`config.mk`:
```
export PLATFORM = sky130hd
export DESIGN_NAME = spi_master
export DESIGN_NICKNAME = d
export VERILOG_FILES = /design/src/design/spi_pkg.sv /design/src/design/spi_xfer_if.sv /design/src/design/spi_cmd_decode.sv /design/src/design/spi_master.sv /design/src/design/spi_read_result.sv /design/src/design/spi_shift_engine.sv
export VERILOG_INCLUDE_DIRS = /design/src /design/src/design
export SDC_FILE = /design/constraint.sdc
export NUM_CORES = 1
export LEC_CHECK = 0
export ABC_AREA = 1
export ABC_CLOCK_PERIOD_IN_PS = 2700
export BUFFER_PORTS_ARGS = -buffer_cell sky130_fd_sc_hd__buf_4
export CORE_UTILIZATION = 57
export DETAILED_ROUTE_END_ITERATION = 6
export HOLD_SLACK_MARGIN = 0.06
export PLACE_DENSITY = 0.78
export SLEW_MARGIN = 20
export SYNTH_ARGS = -nofsm -noshare
export SYNTH_HDL_FRONTEND = slang
export SYNTH_HIERARCHICAL = 1
export SYNTH_SLANG_ARGS = --single-unit
export TNS_END_PERCENT = 50
```
`constraint.sdc`:
```
create_clock -name clk -period 2.7 [get_ports clk]
set_input_delay 0.405 -clock clk [delete_from_list [all_inputs] [get_ports clk]]
set_output_delay 0.405 -clock clk [all_outputs]
set_load 0.005 [all_outputs]
```
`src/design/spi_macros.svh`:
```
`ifndef SPI_MACROS_SVH
`define SPI_MACROS_SVH

// Command word and returned byte
`define SPI_CMD_WIDTH  12
`define SPI_READ_WIDTH 8

// Index of the write/read flag in the command
`define SPI_RW_BIT     11

// System clocks per sclk half period
`define SPI_SCLK_HALF  2

`endif

```
`src/design/spi_pkg.sv`:
```
`include "spi_macros.svh"

package spi_pkg;

  typedef logic [`SPI_CMD_WIDTH-1:0] spi_cmd_t;

  typedef logic [`SPI_READ_WIDTH-1:0] spi_data_t;

  // Direction taken from the command flag bit
  typedef enum logic {
    DIR_READ  = 1'b0,
    DIR_WRITE = 1'b1
  } spi_dir_e;

  // Wide enough for a full read transfer, 20 bits
  typedef logic [$clog2(`SPI_CMD_WIDTH + `SPI_READ_WIDTH + 1)-1:0] spi_bitcnt_t;

  typedef enum logic [2:0] {
    IDLE,
    SETUP,     // cs low, first low half of bit 11
    SHIFT_LO,
    SHIFT_HI,
    HOLD       // sclk back low before cs rises
  } spi_eng_state_e;

endpackage

```
`src/design/spi_xfer_if.sv`:
```
`timescale 1ns/1ps

// Transfer launch and completion between decoder and shift engine
interface spi_xfer_if;
  import spi_pkg::*;

  logic        start;
  spi_cmd_t    tx_word;
  spi_bitcnt_t total_bits;   // 12 for write, 20 for read
  logic        busy;
  logic        done;

  modport decode (output start, output tx_word, output total_bits, input busy, input done);

  modport engine (input start, input tx_word, input total_bits, output busy, output done);

endinterface

// Sampled miso bits, one per rising sclk edge
interface spi_rx_if;

  logic sample_vld;
  logic sample_bit;

  modport engine (output sample_vld, output sample_bit);

  modport result (input sample_vld, input sample_bit);

endinterface

```
`src/design/spi_cmd_decode.sv`:
```
`timescale 1ns/1ps
`include "spi_macros.svh"

module spi_cmd_decode (
  input  logic              clk,
  input  logic              rst_n,
  input  spi_pkg::spi_cmd_t cmd_in,
  input  logic              cmd_vld,
  output logic              cmd_rdy,
  spi_xfer_if.decode        xfer,
  output logic              deliver
);
  import spi_pkg::*;

  localparam spi_bitcnt_t WRITE_BITS = spi_bitcnt_t'(`SPI_CMD_WIDTH);
  localparam spi_bitcnt_t READ_BITS  = spi_bitcnt_t'(`SPI_CMD_WIDTH + `SPI_READ_WIDTH);

  spi_cmd_t cmd_q;
  spi_dir_e dir_q;
  logic     accept;

  assign accept = cmd_vld && cmd_rdy;

  assign xfer.tx_word    = cmd_q;
  assign xfer.total_bits = (dir_q == DIR_WRITE) ? WRITE_BITS : READ_BITS;

  // Command word held for the engine to load on start
  always_ff @(posedge clk)
  begin
    if (accept)
    begin
      cmd_q <= cmd_in;
    end
  end

  always_ff @(posedge clk or negedge rst_n)
  begin
    if (!rst_n)
    begin
      cmd_rdy    <= 1'b1;
      dir_q      <= DIR_WRITE;
      xfer.start <= 1'b0;
      deliver    <= 1'b0;
    end
    else
    begin
      xfer.start <= accept;   // One cycle after the handshake
      if (accept)
      begin
        cmd_rdy <= 1'b0;
        dir_q   <= spi_dir_e'(cmd_in[`SPI_RW_BIT]);
      end
      else if (xfer.done)
      begin
        cmd_rdy <= 1'b1;
      end
      // Only reads hand a byte back
      deliver <= xfer.done && (dir_q == DIR_READ);
    end
  end

  // Engine must be idle whenever a transfer is launched
  a_start_idle: assert property (
    @(posedge clk) disable iff (!rst_n)
    xfer.start |-> !xfer.busy
  ) else $error("start raised while engine busy");

  // Held command word must be a read whenever a byte is delivered
  a_no_write_deliver: assert property (
    @(posedge clk) disable iff (!rst_n)
    deliver |-> (cmd_q[`SPI_RW_BIT] == DIR_READ)
  ) else $error("deliver after a write transfer");

endmodule

```
`src/design/spi_master.sv`:
```
`timescale 1ns/1ps

module spi_master (
  input  logic               clk,
  input  logic               rst_n,
  input  spi_pkg::spi_cmd_t  cmd_in,
  input  logic               cmd_vld,
  output logic               cmd_rdy,
  output logic               sclk,
  output logic               cs,
  output logic               mosi,
  input  logic               miso,
  output logic               read_vld,
  output spi_pkg::spi_data_t read_data
);

  logic deliver;

  spi_xfer_if xfer_if ();
  spi_rx_if   rx_if ();

  // Command handshake and transfer launch
  spi_cmd_decode i_decode (
    .clk     (clk),
    .rst_n   (rst_n),
    .cmd_in  (cmd_in),
    .cmd_vld (cmd_vld),
    .cmd_rdy (cmd_rdy),
    .xfer    (xfer_if.decode),
    .deliver (deliver)
  );

  spi_shift_engine i_engine (
    .clk   (clk),
    .rst_n (rst_n),
    .xfer  (xfer_if.engine),
    .rx    (rx_if.engine),
    .sclk  (sclk),
    .cs    (cs),
    .mosi  (mosi),
    .miso  (miso)
  );

  // Read byte assembly
  spi_read_result i_result (
    .clk       (clk),
    .rst_n     (rst_n),
    .rx        (rx_if.result),
    .deliver   (deliver),
    .read_vld  (read_vld),
    .read_data (read_data)
  );

endmodule

```
`src/design/spi_read_result.sv`:
```
`timescale 1ns/1ps
`include "spi_macros.svh"

module spi_read_result (
  input  logic               clk,
  input  logic               rst_n,
  spi_rx_if.result           rx,
  input  logic               deliver,
  output logic               read_vld,
  output spi_pkg::spi_data_t read_data
);
  import spi_pkg::*;

  // Latest samples, oldest bit falls off the top
  spi_data_t samples;

  always_ff @(posedge clk)
  begin
    if (rx.sample_vld)
    begin
      samples <= {samples[`SPI_READ_WIDTH-2:0], rx.sample_bit};
    end
  end

  always_ff @(posedge clk or negedge rst_n)
  begin
    if (!rst_n)
    begin
      read_vld  <= 1'b0;
      read_data <= '0;
    end
    else
    begin
      read_vld <= deliver;
      if (deliver)
      begin
        read_data <= samples;   // Held until the next read
      end
    end
  end

  a_read_vld_pulse: assert property (
    @(posedge clk) disable iff (!rst_n)
    read_vld |=> !read_vld
  ) else $error("read_vld longer than one cycle");

endmodule

```
`src/design/spi_shift_engine.sv`:
```
`timescale 1ns/1ps
`include "spi_macros.svh"

module spi_shift_engine (
  input  logic       clk,
  input  logic       rst_n,
  spi_xfer_if.engine xfer,
  spi_rx_if.engine   rx,
  output logic       sclk,
  output logic       cs,
  output logic       mosi,
  input  logic       miso
);
  import spi_pkg::*;

  localparam int DIV_W = (`SPI_SCLK_HALF > 1) ? $clog2(`SPI_SCLK_HALF) : 1;

  spi_eng_state_e   state;
  logic [DIV_W-1:0] div_cnt;
  spi_bitcnt_t      bit_cnt;
  spi_bitcnt_t      bits_total;
  spi_cmd_t         tx_shift;
  logic             half_end;
  logic             last_bit;

  assign half_end = (div_cnt == DIV_W'(`SPI_SCLK_HALF - 1));
  assign last_bit = (bit_cnt == spi_bitcnt_t'(bits_total - 1'b1));

  assign xfer.busy = (state != IDLE);

  // Half period divider, restarts on every sclk phase
  always_ff @(posedge clk or negedge rst_n)
  begin
    if (!rst_n)
    begin
      div_cnt <= '0;
    end
    else if (state == IDLE || half_end)
    begin
      div_cnt <= '0;
    end
    else
    begin
      div_cnt <= div_cnt + 1'b1;
    end
  end

  // Bits still to send, MSB first. Zero fill keeps mosi low in the read phase
  always_ff @(posedge clk)
  begin
    if (state == IDLE && xfer.start)
    begin
      tx_shift   <= {xfer.tx_word[`SPI_CMD_WIDTH-2:0], 1'b0};
      bits_total <= xfer.total_bits;
    end
    else if (state == SHIFT_HI && half_end && !last_bit)
    begin
      tx_shift <= {tx_shift[`SPI_CMD_WIDTH-2:0], 1'b0};
    end
  end

  always_ff @(posedge clk or negedge rst_n)
  begin
    if (!rst_n)
    begin
      state         <= IDLE;
      sclk          <= 1'b0;
      cs            <= 1'b1;
      mosi          <= 1'b0;
      bit_cnt       <= '0;
      xfer.done     <= 1'b0;
      rx.sample_vld <= 1'b0;
      rx.sample_bit <= 1'b0;
    end
    else
    begin
      xfer.done     <= 1'b0;
      rx.sample_vld <= 1'b0;
      case (state)
        IDLE:
        begin
          if (xfer.start)
          begin
            state   <= SETUP;
            cs      <= 1'b0;
            mosi    <= xfer.tx_word[`SPI_CMD_WIDTH-1];   // Bit 11 goes out with cs
            bit_cnt <= '0;
          end
        end
        SETUP, SHIFT_LO:
        begin
          if (half_end)
          begin
            // Rising edge, mid bit
            sclk          <= 1'b1;
            rx.sample_vld <= 1'b1;
            rx.sample_bit <= miso;
            state         <= SHIFT_HI;
          end
        end
        SHIFT_HI:
        begin
          if (half_end)
          begin
            sclk    <= 1'b0;
            bit_cnt <= bit_cnt + 1'b1;
            if (last_bit)
            begin
              mosi  <= 1'b0;
              state <= HOLD;
            end
            else
            begin
              mosi  <= tx_shift[`SPI_CMD_WIDTH-1];   // Change on falling edge
              state <= SHIFT_LO;
            end
          end
        end
        HOLD:
        begin
          if (half_end)
          begin
            cs        <= 1'b1;
            xfer.done <= 1'b1;
            state     <= IDLE;
          end
        end
        default:
        begin
          state <= IDLE;
        end
      endcase
    end
  end

  a_cs_low_on_sclk: assert property (
    @(posedge clk) disable iff (!rst_n)
    sclk |-> !cs
  ) else $error("sclk high outside a cs frame");

  // Samples only come from inside a frame
  a_sample_in_frame: assert property (
    @(posedge clk) disable iff (!rst_n)
    rx.sample_vld |-> !cs
  ) else $error("miso sampled while cs high");

endmodule

```
==> results of run 1 <==
[metal layers]
layer / up-vias / part of all wire [%]
met3: 13 / 6.1
li1: 837 / -
met4: 0 / 2.7
met5: - / 0
met1: 782 / 43
met2: 59 / 49
[stage by stage]
stage | util [%] | hold WS [ns] | cell area, µm² | setup WS [ns]
floorplan | - | 0.109 | 2620 | 0.415
global placement | 65.0 | 0.338 | 2850 | 0.934
detailed placement | 65.0 | 0.338 | 2850 | 0.785
CTS | 70.6 | 0.235 | 3090 | 0.767
global route | 70.6 | 0.234 | 3090 | 0.658
finish | 70.6 | 0.254 | 3090 | 0.757
[worst max-delay path: cells and delay by family, from the launching register on]
family / cells / cell delay (ns)
AND/OR/NAND/NOR: 6 / 0.43
buffers and inverters: 3 / 0.40
adder cells (fa/ha/maj): 1 / 0.22
flip-flops: 1 / 0.40
AO/OA/AOI/OAI: 1 / 0.18
[placed cells by master, fill, tap and decap left out, drive strengths merged]
cell         Yosys  layout
conb             2       3
o21a             2       2
buf              7      29
o21ai            3       3
xnor2            2       2
xor2             1       1
clkbuf           0      10
mux2             1       1
nor3             3       3
edfxtp          36      36
a21oi            3       3
and3             1       1
dfstp            3       3
ha               2       2
dfrtp           25      25
o32ai            1       1
o21bai           1       1
nand3           10      10
clkinv           0       3
nand2           92      92
a21o             1       1
o22ai            1       1
dlygate4sd3      0       1
bufinv           0       3
nor2            20      20
inv             24      24
[power groups by stage]
stage	sequential (mW)	combinational (mW)	clock, mW
after floorplan	1.38	0.388	0
after global placement	1.41	0.505	0
after detailed placement	1.42	0.532	0
after CTS	1.40	0.536	0.968
after global routing	1.42	0.607	1.01
final	1.40	0.533	0.945
[cell type report]
| type | count | share of cell area (%) |
|---|---|---|
| well taps | 52 | 2.10 |
| clock buffers | 10 | 4.12 |
| clock inverters | 6 | 3.48 |
| flip-flops and latches | 64 | 57.7 |
| repair buffers | 30 | 7.36 |
| multi-input cells | 147 | 22.3 |
| inverters | 24 | 2.91 |
[cells by family (layout without fill, tap and decap cells)]
| family | count (synthesis) | after routing | share of synthesized area [%] |
|---|---|---|---|
| AND/OR/NAND/NOR | 126 | 126 | 20.7 |
| flip-flops | 64 | 64 | 68.1 |
| buffers and inverters | 31 | 70 | 5.63 |
| AO/OA/AOI/OAI | 12 | 12 | 2.87 |
| XOR/XNOR | 3 | 3 | 1.00 |
| adder cells (fa/ha/maj) | 2 | 2 | 0.955 |
| other | 2 | 3 | 0.287 |
| multiplexers | 1 | 1 | 0.430 |
[final timing paths]
check                                           end  slack (ns)
setup / recovery               i_engine/tx_shift[7]        0.76
hold / removal             i_decode/xfer.tx_word[1]        0.25
setup reg to reg               i_engine/tx_shift[7]        0.76
hold reg to reg                 i_result/samples[0]        0.45
max in group asynchronous               i_engine/cs        1.86
min in group asynchronous     i_result/read_data[5]        0.53
[sequential cells by signal (all words and copies together) (netlist names), 3 cells and up]
signal / count
i_decode/xfer.tx_word: 12
i_engine/bit_cnt: 5
i_engine/bits_total: 5
i_engine/state: 3
i_engine/tx_shift: 11
i_result/read_data: 8
i_result/samples: 8
[repair_timing]
item,in CTS,in global routing
hold endpoints to repair,25,0
buffers inserted,0,0
hold buffers,1,0
gates resized for setup,0,0
==> results.tsv, run 1 <==
stage	metric	value	unit
setup_path	critical path fanouts, max	11	
grt	total gr overflow	0	
setup_path	Worst R2R Start	i_engine/bits_total[0]	
placement	GPL Wtd Cong	0.875	
grt	GRT Overall Usage	19.5	%
clock_tree	CTS tree	yes	
floorplanning	# rows	24	
synthesis	Post-synth EDFFs	36	
cells_and_area	area grow syn2layout	18.1	%
synthesis	post-synth top area cell	edfxtp_1	
synthesis	YS warnings	6	
placement	placed cell count	316	
min_path	hold path depth	1	
power_and_ir_drop	pwr dens	929	nW/µm²
synthesis	synthesized instance count	241	
synthesis	ys flop type	edfxtp_1	
setup_path	CP Class	reg -> reg	
cells_and_area	diode count	0	
power_and_ir_drop	net switching power figure	0.782	mW
clock_tree	clk sink count	64	
synthesis	Post-Syn Area	2620	µm²
power_and_ir_drop	Net Sw Frac	27.2	%
setup_path	CP dominant cell by count	nand2_1	
timing	final setup TNS	0	ns
timing	RSZ-0062 raised after global routing	false	
route	DR vias	1691	
route	drt initial violations	138	
floorplanning	die area	4870	µm²
setup_path	Critical Path Source Type	flop	
clock_tree	Max clock buf depth	2	
grt	GR peak layer	met2	
grt	global-route wire length before repair	7020	µm
clock_tree	worst skew pair latency	0.33	ns
route	Total Wirelength	4150	µm
floorplanning	Die W	69.8	µm
synthesis	Seq/Total Area, Yosys	68.1	%
grt	vias in the first global route	1654	
synthesis	flop and latch count out of synthesis	64	
flow_run	maximum capacitance violations	0	
cells_and_area	number of fill cells	333	
min_path	hold_sp	cmd_in[1]	
synthesis	top cells by area, synth	edfxtp_1, dfrtp_1, nand2_1	
timing	period utilization	72.0	%
placement	port bufs	28	
clock_tree	Reg clk slew, reported paths	0.06	ns
power_and_ir_drop	register share of total power	48.6	%
synthesis	Post-synth top cells	nand2_1, edfxtp_1, dfrtp_1	
cells_and_area	FF+latch area	1790	µm²
grt	antenna violations before repair	0	
power_and_ir_drop	Comb pwr share	18.5	%
route	vias per cell	5.08	
setup_path	CP required	2.73	ns
route	Post-route DRC	0	
synthesis	Post-Syn Area per Cell	10.9	µm²
cells_and_area	Final nets	294	
timing	min cycle time layout	1.94	ns
setup_path	Critical Path AT	1.97	ns
floorplanning	Die Height	69.8	µm
power_and_ir_drop	VDD IR max	0.641	mV
route	Routed Antenna Nets	0	
power_and_ir_drop	Design Power	2.87	mW
floorplanning	Starting Density	59.8	%
setup_path	Crit path largest cell delay	0.40	ns
route	routed len/inst	12.5	µm
run_status	status	completed	
grt	met3 global-route usage	5.23	%
setup_path	Crit. Startpoint	i_engine/bits_total[0]	
synthesis	top cell type's share of synthesized area	41.3	%
timing	Slew Limit Fails	0	
grt	largest net degree at the start of global routing	29	
placement	hpwl dp	2880	µm
floorplanning	core area	4380	µm²
timing	max frequency	515	MHz
cells_and_area	area of the multi-input gates	691	µm²
timing	# setup viols final	0	
timing	worst clock skew	0.00763	ns
synthesis	most frequent cell after synthesis	nand2_1	
power_and_ir_drop	Leak	1.46	nW
power_and_ir_drop	internal power	2.09	mW
cells_and_area	share of layout cells above drive strength 1	22.4	%
synthesis	asr flop ratio synth	43.8	%
timing	Hold Fails Final Rpt	0	
clock_tree	H-tree level count	3	
setup_path	Critical Path Sink Type	flop	
grt	M2 GR Usage	29.8	%
power_and_ir_drop	clock share of power	32.9	%
synthesis	count of cell types in the netlist	30	
cells_and_area	fin cells	333	
route	Pre-antenna DRT Iters	4	
clock_tree	Root Driver	clkbuf_8	
setup_path	CP cell instances	inv_1 > ha_1 > inv_1 > nand2_1 > nand3_1 > nand2_1 > nor2_1 > nand3_1 > nand2_1 > o21ai_0 > buf_4	
grt	met1 usage in global routing	23.8	%
floorplanning	Top Ports	29	
min_path	Min-Delay Path Class	in -> reg	
clock_tree	CTS Buf Count	9	
setup_path	Reg2Reg Depth	11	
setup_path	Worst path slowest cell	edfxtp_1	
No activity file was read; power rests on OpenSTA's default activity.
==> inputs of run 2 (changes only) <==
ABC_CLOCK_PERIOD_IN_PS = 1820   (was 2700)
clock period = 1.82 ns   (was 2.7 ns; I/O delays follow)
==> run 2 against run 1 <==
Against the previous run:
- via count increased by 2.4%
- maximum frequency increased by 9.3%
- non-clock buffer count increased by 5
- flip-flop and latch count unchanged
- global-route usage increased by 1.4 points
- cell count increased by 1.5%
- critical endpoint is now i_engine/tx_shift[8]
- largest cell class unchanged
==> results.tsv, run 2 (synthesis results as in run 1) <==
stage	metric	value	unit	change
run_status	status	completed		
cells_and_area	commonest non-fill, non-tap cell in the layout	nand2_1		
placement	Placed Area	2870	µm²	+0.57%
clock_tree	Reg clk slew, reported paths	0.06	ns	about the same
cells_and_area	share of layout cells above drive strength 1	28.3	%	+5.9 points
grt	largest net degree at the start of global routing	29		unchanged
cells_and_area	max reg flops	12		unchanged
power_and_ir_drop	Comb pwr share	22.2	%	+3.7 points
timing	max frequency	563	MHz	+9.3%
cells_and_area	Final Instance Area	3200	µm²	+3.5%
cells_and_area	area grow syn2layout	22.3	%	
setup_path	Critical Path Sink Type	flop		
setup_path	Worst Path Buf+Inv	2		-1
setup_path	CP Class	reg -> reg		
power_and_ir_drop	net switching power figure	1.25	mW	+60%
setup_path	Critical Path AT	1.83	ns	-0.14 ns
clock_tree	CTS Buf Count	9		unchanged
route	Max Used Layer	met4		
timing	period utilization	97.7	%	+26 points
floorplanning	Die Height	69.8	µm	unchanged
floorplanning	Top Ports	29		unchanged
power_and_ir_drop	register share of total power	47.3	%	-1.3 points
min_path	hold_sp	cmd_in[9]		
power_and_ir_drop	Design Power	4.40	mW	+53%
power_and_ir_drop	pwr dens	1370	nW/µm²	+48%
grt	GRT Overall Usage	20.9	%	+1.4 points
timing	# setup viols final	0		unchanged
placement	hpwl dp	2900	µm	+0.56%
timing	RSZ-0062 raised after global routing	true		
route	Post-route DRC	0		unchanged
clock_tree	worst skew pair latency	0.33	ns	about the same
grt	global-route wire length before repair	7530	µm	+7.3%
floorplanning	Starting Density	59.8	%	unchanged
setup_path	Critical Path Source Type	flop		
setup_path	Crit. Startpoint	i_engine/bits_total[0]		
route	Total Wirelength	4600	µm	+11%
route	routed len/inst	13.6	µm	+9.1%
route	DR vias	1732		+2.4%
timing	Slew Limit Fails	0		unchanged
floorplanning	# rows	24		unchanged
timing	worst clock skew	0.00640	ns	-0.00123 ns
floorplanning	core area	4380	µm²	unchanged
clock_tree	CTS tree	yes		
min_path	Min-Delay Path Class	in -> reg		
clock_tree	Max clock buf depth	2		unchanged
setup_path	register-to-register setup slack	0.04	ns	-0.71 ns
timing	min cycle time layout	1.78	ns	-0.165 ns
clock_tree	H-tree level count	3		unchanged
clock_tree	clk sink count	64		unchanged
setup_path	critical path fanouts, max	5		-6
floorplanning	Die W	69.8	µm	unchanged
power_and_ir_drop	VDD IR max	0.804	mV	+25%
power_and_ir_drop	clock share of power	30.5	%	-2.4 points
setup_path	CP dominant cell by count	nand2_2		
grt	total gr overflow	0		unchanged
route	met3 wire length	208	µm	-17%
grt	antenna violations before repair	0		unchanged
route	drt initial violations	121		-12%
placement	port bufs	28		unchanged
setup_path	CP required	1.87	ns	-0.86 ns
route	wl on met1	2000	µm	+13%
cells_and_area	Final nets	299		+1.7%
setup_path	Crit path largest cell delay	0.40	ns	about the same
cells_and_area	diode count	0		unchanged
clock_tree	Root Driver	clkbuf_8		
route	vias per cell	5.12		+0.91%
setup_path	Reg2Reg Depth	10		-1
power_and_ir_drop	internal power	3.15	mW	+50%
min_path	Hold Path Sink	i_decode/xfer.tx_word[9]		
min_path	hold path depth	1		unchanged
floorplanning	die area	4870	µm²	unchanged
setup_path	Worst path slowest cell	edfxtp_1		
flow_run	maximum capacitance violations	0		unchanged
cells_and_area	most frequent cells in the layout	nand2_1, edfxtp_1, buf_4		
setup_path	CP cell instances	inv_2 > ha_4 > nand2_2 > nand2_2 > nand2_2 > nor2_2 > nand3_2 > nand2_4 > o21ai_4 > clkbuf_16		
setup_path	Worst R2R Start	i_engine/bits_total[0]		
route	Pre-antenna DRT Iters	4		unchanged
power_and_ir_drop	Net Sw Frac	28.5	%	+1.3 points
grt	vias in the first global route	1714		+3.6%
setup_path	FF-to-FF End	i_engine/tx_shift[8]		
route	met2 WL post-DR	2270	µm	+13%
timing	Hold Fails Final Rpt	0		unchanged
placement	GPL Wtd Cong	0.855		-2.3%
power_and_ir_drop	Leak	1.50	nW	+2.1%
route	Routed Antenna Nets	0		unchanged
setup_path	critical path's top delay family	flip-flops		
==> run 2: cell types whose count changed in the layout (fill, tap and decap cells not counted), moves of 2 or more <==
cell | before | now
inv_1 | 18 | 15
inv_2 | 6 | 8
nand2_1 | 87 | 81
nand2_2 | 3 | 8
buf_4 | 29 | 32
clkbuf_8 | 9 | 11
==> run 2: worst max-delay path by stage <==
stage | to | cells past startpoint | slack (ns)
after floorplan | i_engine/tx_shift[10] | 10 | 0.04
after global placement | i_engine/tx_shift[4] | 11 | 0.08
after detailed placement | i_engine/tx_shift[5] | 11 | -0.04
after CTS | i_engine/tx_shift[1] | 11 | 0.04
after global routing | i_engine/tx_shift[8] | 11 | -0.06
final | i_engine/tx_shift[8] | 10 | 0.04
==> run 2: worst register-to-register path, cell delays in order (launching register included) <==
cell and delay [ns]:
edfxtp_1 0.40, inv_2 0.11, ha_4 0.21, nand2_2 0.07, nand2_2 0.05, nand2_2 0.06, nor2_2 0.04, nand3_2 0.11
nand2_4 0.06, o21ai_4 0.21, clkbuf_16 0.19
==> run 2: layout make-up <==
type	instances	area [µm²]
inverters	24	91.3
repair buffers	35	295
well taps	52	65.1
clock inverters	3	65.1
clock buffers	13	159
fillers	310	1180
flip-flops and latches	64	1790
multi-input cells	147	742
==> run 2: power groups by stage <==
stage / registers [mW] / logic [mW] / clock network (mW)
after floorplan: 2.05 / 0.584 / 0
after global placement: 2.09 / 0.787 / 0
after detailed placement: 2.10 / 0.817 / 0
after CTS: 2.08 / 0.869 / 1.38
after global routing: 2.11 / 1.08 / 1.42
final: 2.08 / 0.975 / 1.34
==> run 2: what timing repair did <==
| item | in CTS | in global routing |
|---|---|---|
| cloned | 0 | 1 |
| endpoints found under the hold margin | 25 | 0 |
| endpoints found under the setup margin | 11 | 13 |
| setup buffers | 1 | 3 |
| pin swaps | 2 | 10 |
| resized for setup | 5 | 11 |
| hold buffers | 1 | 0 |
==> run 2: metal layers <==
| layer | vias to the layer above | global-route usage [%] |
|---|---|---|
| met1 | 825 | 26.3 |
| met5 | - | 0 |
| met3 | 12 | 6.25 |
| li1 | 845 | - |
| met4 | 0 | 14.0 |
| met2 | 50 | 31.4 |
==> run 2: stage by stage <==
step / setup TNS, ns / util, % / cells / hold slack (ns) / setup slack (ns)
4_1_cts: 0 / 71.4 / 334 / 0.0971 / 0.0419
3_3_place_gp: 0 / 65.4 / 316 / 0.210 / 0.0798
2_1_floorplan: 0 / - / 242 / -0.0226 / 0.0376
5_1_grt: -0.426 / 73.1 / 338 / 0.0909 / -0.0567
3_5_place_dp: -0.470 / 65.4 / 316 / 0.209 / -0.0429
6_report: 0 / 73.1 / 338 / 0.117 / 0.0424
==> inputs of run 3 (changes only) <==
BUFFER_PORTS_ARGS = unset   (was -buffer_cell sky130_fd_sc_hd__buf_4)
CORE_UTILIZATION = 61   (was 57)
DONT_BUFFER_PORTS = 1   (was unset)
PLACE_DENSITY = 0.77   (was 0.78)
SYNTH_HIERARCHICAL = unset   (was 1)
==> run 3 against run 2 <==
Against the previous run:
- total power shrank 13%
- critical endpoint is now i_engine.tx_shift[8]
- die area shrank 15%
- setup slack gained 0.15 ns
- worst hold slack gained 0.25 ns
==> results.tsv, run 3 <==
stage	metric	value	unit	change
run_status	status	completed		
synthesis	post-synthesis simple-gate area fraction	17.0	%	-3.7 points
power_and_ir_drop	internal power	2.58	mW	-18%
floorplanning	die area	4160	µm²	-15%
cells_and_area	share of layout cells above drive strength 1	17.2	%	-11 points
clock_tree	H-tree level count	3		unchanged
grt	antenna violations before repair	0		unchanged
timing	min cycle time layout	1.63	ns	-0.146 ns
synthesis	Post-Syn Area	2380	µm²	-9.0%
cells_and_area	max reg flops	12		unchanged
cells_and_area	diode count	0		unchanged
route	DR vias	1466		-15%
synthesis	synthesized net count	219		
synthesis	flop and latch count out of synthesis	61		-4.7%
cells_and_area	Final Instance Area	2780	µm²	-13%
timing	period utilization	89.7	%	-8.0 points
grt	global-route wire length before repair	6870	µm	-8.7%
setup_path	Reg2Reg Depth	7		-3
setup_path	Critical Path Sink Type	flop		
placement	pre-CTS setup slack	0.219	ns	+0.262 ns
synthesis	Post-synth EDFFs	33		-8.3%
synthesis	synthesized instance count	202		-16%
synthesis	Synth Area in XOR/XNOR	1.10	%	+0.099 points
grt	total gr overflow	0		unchanged
clock_tree	# resized after CTS	0		-5
clock_tree	Reg clk slew, reported paths	0.06	ns	about the same
floorplanning	Die W	64.5	µm	-7.6%
setup_path	FF-to-FF End	i_engine.tx_shift[8]		
clock_tree	CTS Buf Count	9		unchanged
synthesis	Post-Synth Adder-Cell Area	0.525	%	-0.43 points
clock_tree	worst skew pair latency	0.33	ns	about the same
synthesis	Seq/Total Area, Yosys	71.1	%	+2.9 points
setup_path	Worst Path Buf+Inv	1		-1
synthesis	Post-synth top cells	nand2_1, edfxtp_1, dfrtp_1		
cells_and_area	number of fill cells	233		-25%
synthesis	most frequent cell after synthesis	nand2_1		
synthesis	asr flop ratio synth	45.9	%	+2.2 points
power_and_ir_drop	net switching power figure	1.23	mW	-1.9%
route	Pre-antenna DRT Iters	4		unchanged
clock_tree	CTS tree	yes		
synthesis	post-synth top area cell	edfxtp_1		
synthesis	top cell type's share of synthesized area	41.6	%	+0.29 points
grt	largest net degree at the start of global routing	29		unchanged
power_and_ir_drop	register share of total power	51.4	%	+4.1 points
floorplanning	Top Ports	29		unchanged
synthesis	YS warnings	0		-6
clock_tree	Max clock buf depth	2		unchanged
timing	worst clock skew	0.00484	ns	-0.00156 ns
cells_and_area	most frequent cells in the layout	nand2_1, edfxtp_1, dfrtp_1		
power_and_ir_drop	clock share of power	26.3	%	-4.2 points
timing	Max transition margin	63.4	%	
route	Post-route DRC	0		unchanged
synthesis	largest family of logic cells by synthesized area	simple AND/OR/NAND/NOR gates		
route	routed len/inst	14.7	µm	+8.2%
timing	max frequency	613	MHz	+8.9%
clock_tree	Root Driver	clkbuf_8		
min_path	hold path depth	2		+1
timing	Hold Fails Final Rpt	0		unchanged
timing	Slew Limit Fails	0		unchanged
cells_and_area	commonest non-fill, non-tap cell in the layout	nand2_1		
clock_tree	clk sink count	61		-4.7%
route	vias per cell	5.24		+2.2%
min_path	Hold Path Sink	i_decode.xfer.start		
power_and_ir_drop	Comb pwr share	22.3	%	about the same
placement	Placed Area	2450	µm²	-14%
setup_path	CP cell instances	ha_1 > nand2_1 > nor2_1 > nand3_1 > nand2_1 > o21ai_2 > buf_12		
placement	hpwl dp	2640	µm	-8.9%
timing	Setup WS post-layout	0.188	ns	+0.146 ns
grt	GRT Overall Usage	23.8	%	+2.8 points
floorplanning	Starting Density	64.2	%	+4.4 points
route	Routed Antenna Nets	0		unchanged
setup_path	CP dominant cell by count	nand2_1		
min_path	Min-Delay Path Class	in -> reg		
power_and_ir_drop	Leak	1.22	nW	-19%
synthesis	compound-gate portion of the synthesized area	2.57	%	-0.29 points
setup_path	critical path's top delay family	flip-flops		
flow_run	maximum capacitance violations	0		unchanged
route	Total Wirelength	4130	µm	-10%
route	drt initial violations	110		-9.1%
power_and_ir_drop	Net Sw Frac	32.2	%	+3.7 points
synthesis	ys flop type	edfxtp_1		
setup_path	Crit path largest cell delay	0.42	ns	+0.02 ns
cells_and_area	final core utilization	74.8	%	+1.8 points
timing	# setup viols final	0		unchanged
floorplanning	Die Height	64.5	µm	-7.6%
synthesis	top cells by area, synth	edfxtp_1, dfrtp_1, nand2_1		
setup_path	register-to-register setup slack	0.19	ns	+0.15 ns
power_and_ir_drop	pwr dens	1370	nW/µm²	-0.10%
synthesis	Post-Syn Area per Cell	11.8	µm²	+8.6%
min_path	hold_sp	cmd_vld		
timing	RSZ-0062 raised after global routing	false		
placement	GPL Wtd Cong	0.811		-5.2%
setup_path	critical path fanouts, max	11		+6
setup_path	CP Class	reg -> reg		
timing	worst slew pin tran	0.549	ns	
synthesis	count of cell types in the netlist	26		-13%
timing	minimum hold slack	0.365	ns	+0.248 ns
setup_path	Worst path slowest cell	dfrtp_1		
setup_path	Critical Path AT	1.68	ns	-0.15 ns
cells_and_area	area grow syn2layout	16.6	%	
setup_path	CP required	1.87	ns	about the same
power_and_ir_drop	VDD IR max	0.989	mV	+23%
synthesis	post-synthesis mux area share	3.78	%	+3.3 points
grt	vias in the first global route	1536		-10%
cells_and_area	Final nets	244		-18%
timing	final setup TNS	0	ns	unchanged
placement	port bufs	0		-100%
setup_path	Worst R2R Start	i_engine.bit_cnt[0]		
setup_path	Critical Path Source Type	flop		
floorplanning	# rows	22		-8.3%
floorplanning	core area	3720	µm²	-15%
## run 3: what timing repair did
item                                   4_1_cts  5_1_grt
setup buffers                                0        0
hold buffers                                15        0
endpoints found under the hold margin       42        0
setup endpoints to repair                    0        0
## run 3: worst max path at each step
stage / slack (ns) / from / end / cells after the start
6_report: 0.19 / i_engine.bit_cnt[0] / i_engine.tx_shift[8] / 7
5_1_grt: 0.11 / i_engine.bit_cnt[0] / i_engine.tx_shift[7] / 7
4_1_cts: 0.20 / i_engine.bit_cnt[0] / i_engine.tx_shift[8] / 7
3_5_place_dp: 0.22 / i_engine.bit_cnt[0] / i_engine.tx_shift[3] / 7
3_3_place_gp: 0.27 / i_engine.bit_cnt[0] / i_engine.tx_shift[3] / 7
2_1_floorplan: 0.20 / i_engine.bit_cnt[0] / i_engine.tx_shift[10] / 6
## run 3: area by class of cell
class	count	area, µm²	share of cell area (%)
flip-flops and latches	61	1700	61.0
multi-input cells	119	599	21.6
repair buffers	17	188	6.75
clock buffers	10	138	4.95
inverters	19	71.3	2.57
well taps	48	60.1	2.16
clock inverters	6	28.8	1.04
## run 3: metrics by stage
stage,cells,total power [mW]
after global placement,249,2.71
after CTS,280,3.81
after detailed placement,249,2.78
after global routing,280,4.02
after floorplan,202,2.54
final,280,3.81
## run 3: routing by layer
| metal | GRT usage, % | vias to the layer above | share of wire, % |
|---|---|---|---|
| li1 | - | 706 | - |
| met1 | 27.0 | 717 | 42 |
| met2 | 39.2 | 34 | 52 |
| met3 | 7.39 | 9 | 4.0 |
| met4 | 14.4 | 0 | 2.2 |
| met5 | 0 | - | 0 |
## run 3: logic make-up (layout without fill, tap and decap cells)
| logic type | count (synthesis) | count (layout) |
|---|---|---|
| compound gates | 11 | 11 |
| xor+xnor | 3 | 3 |
| fa+ha+maj | 1 | 1 |
| buf+inv | 22 | 52 |
| flops | 61 | 61 |
| mux | 8 | 8 |
| simple gates | 96 | 96 |
## run 3: power groups by stage
stage          combinational (mW)  sequential [mW]  clock [mW]
6_report                    0.851             1.96        1.00
5_1_grt                     0.968             1.99        1.07
4_1_cts                     0.846             1.96        1.00
3_5_place_dp                0.801             1.98           0
3_3_place_gp                0.752             1.96           0
2_1_floorplan               0.610             1.93           0
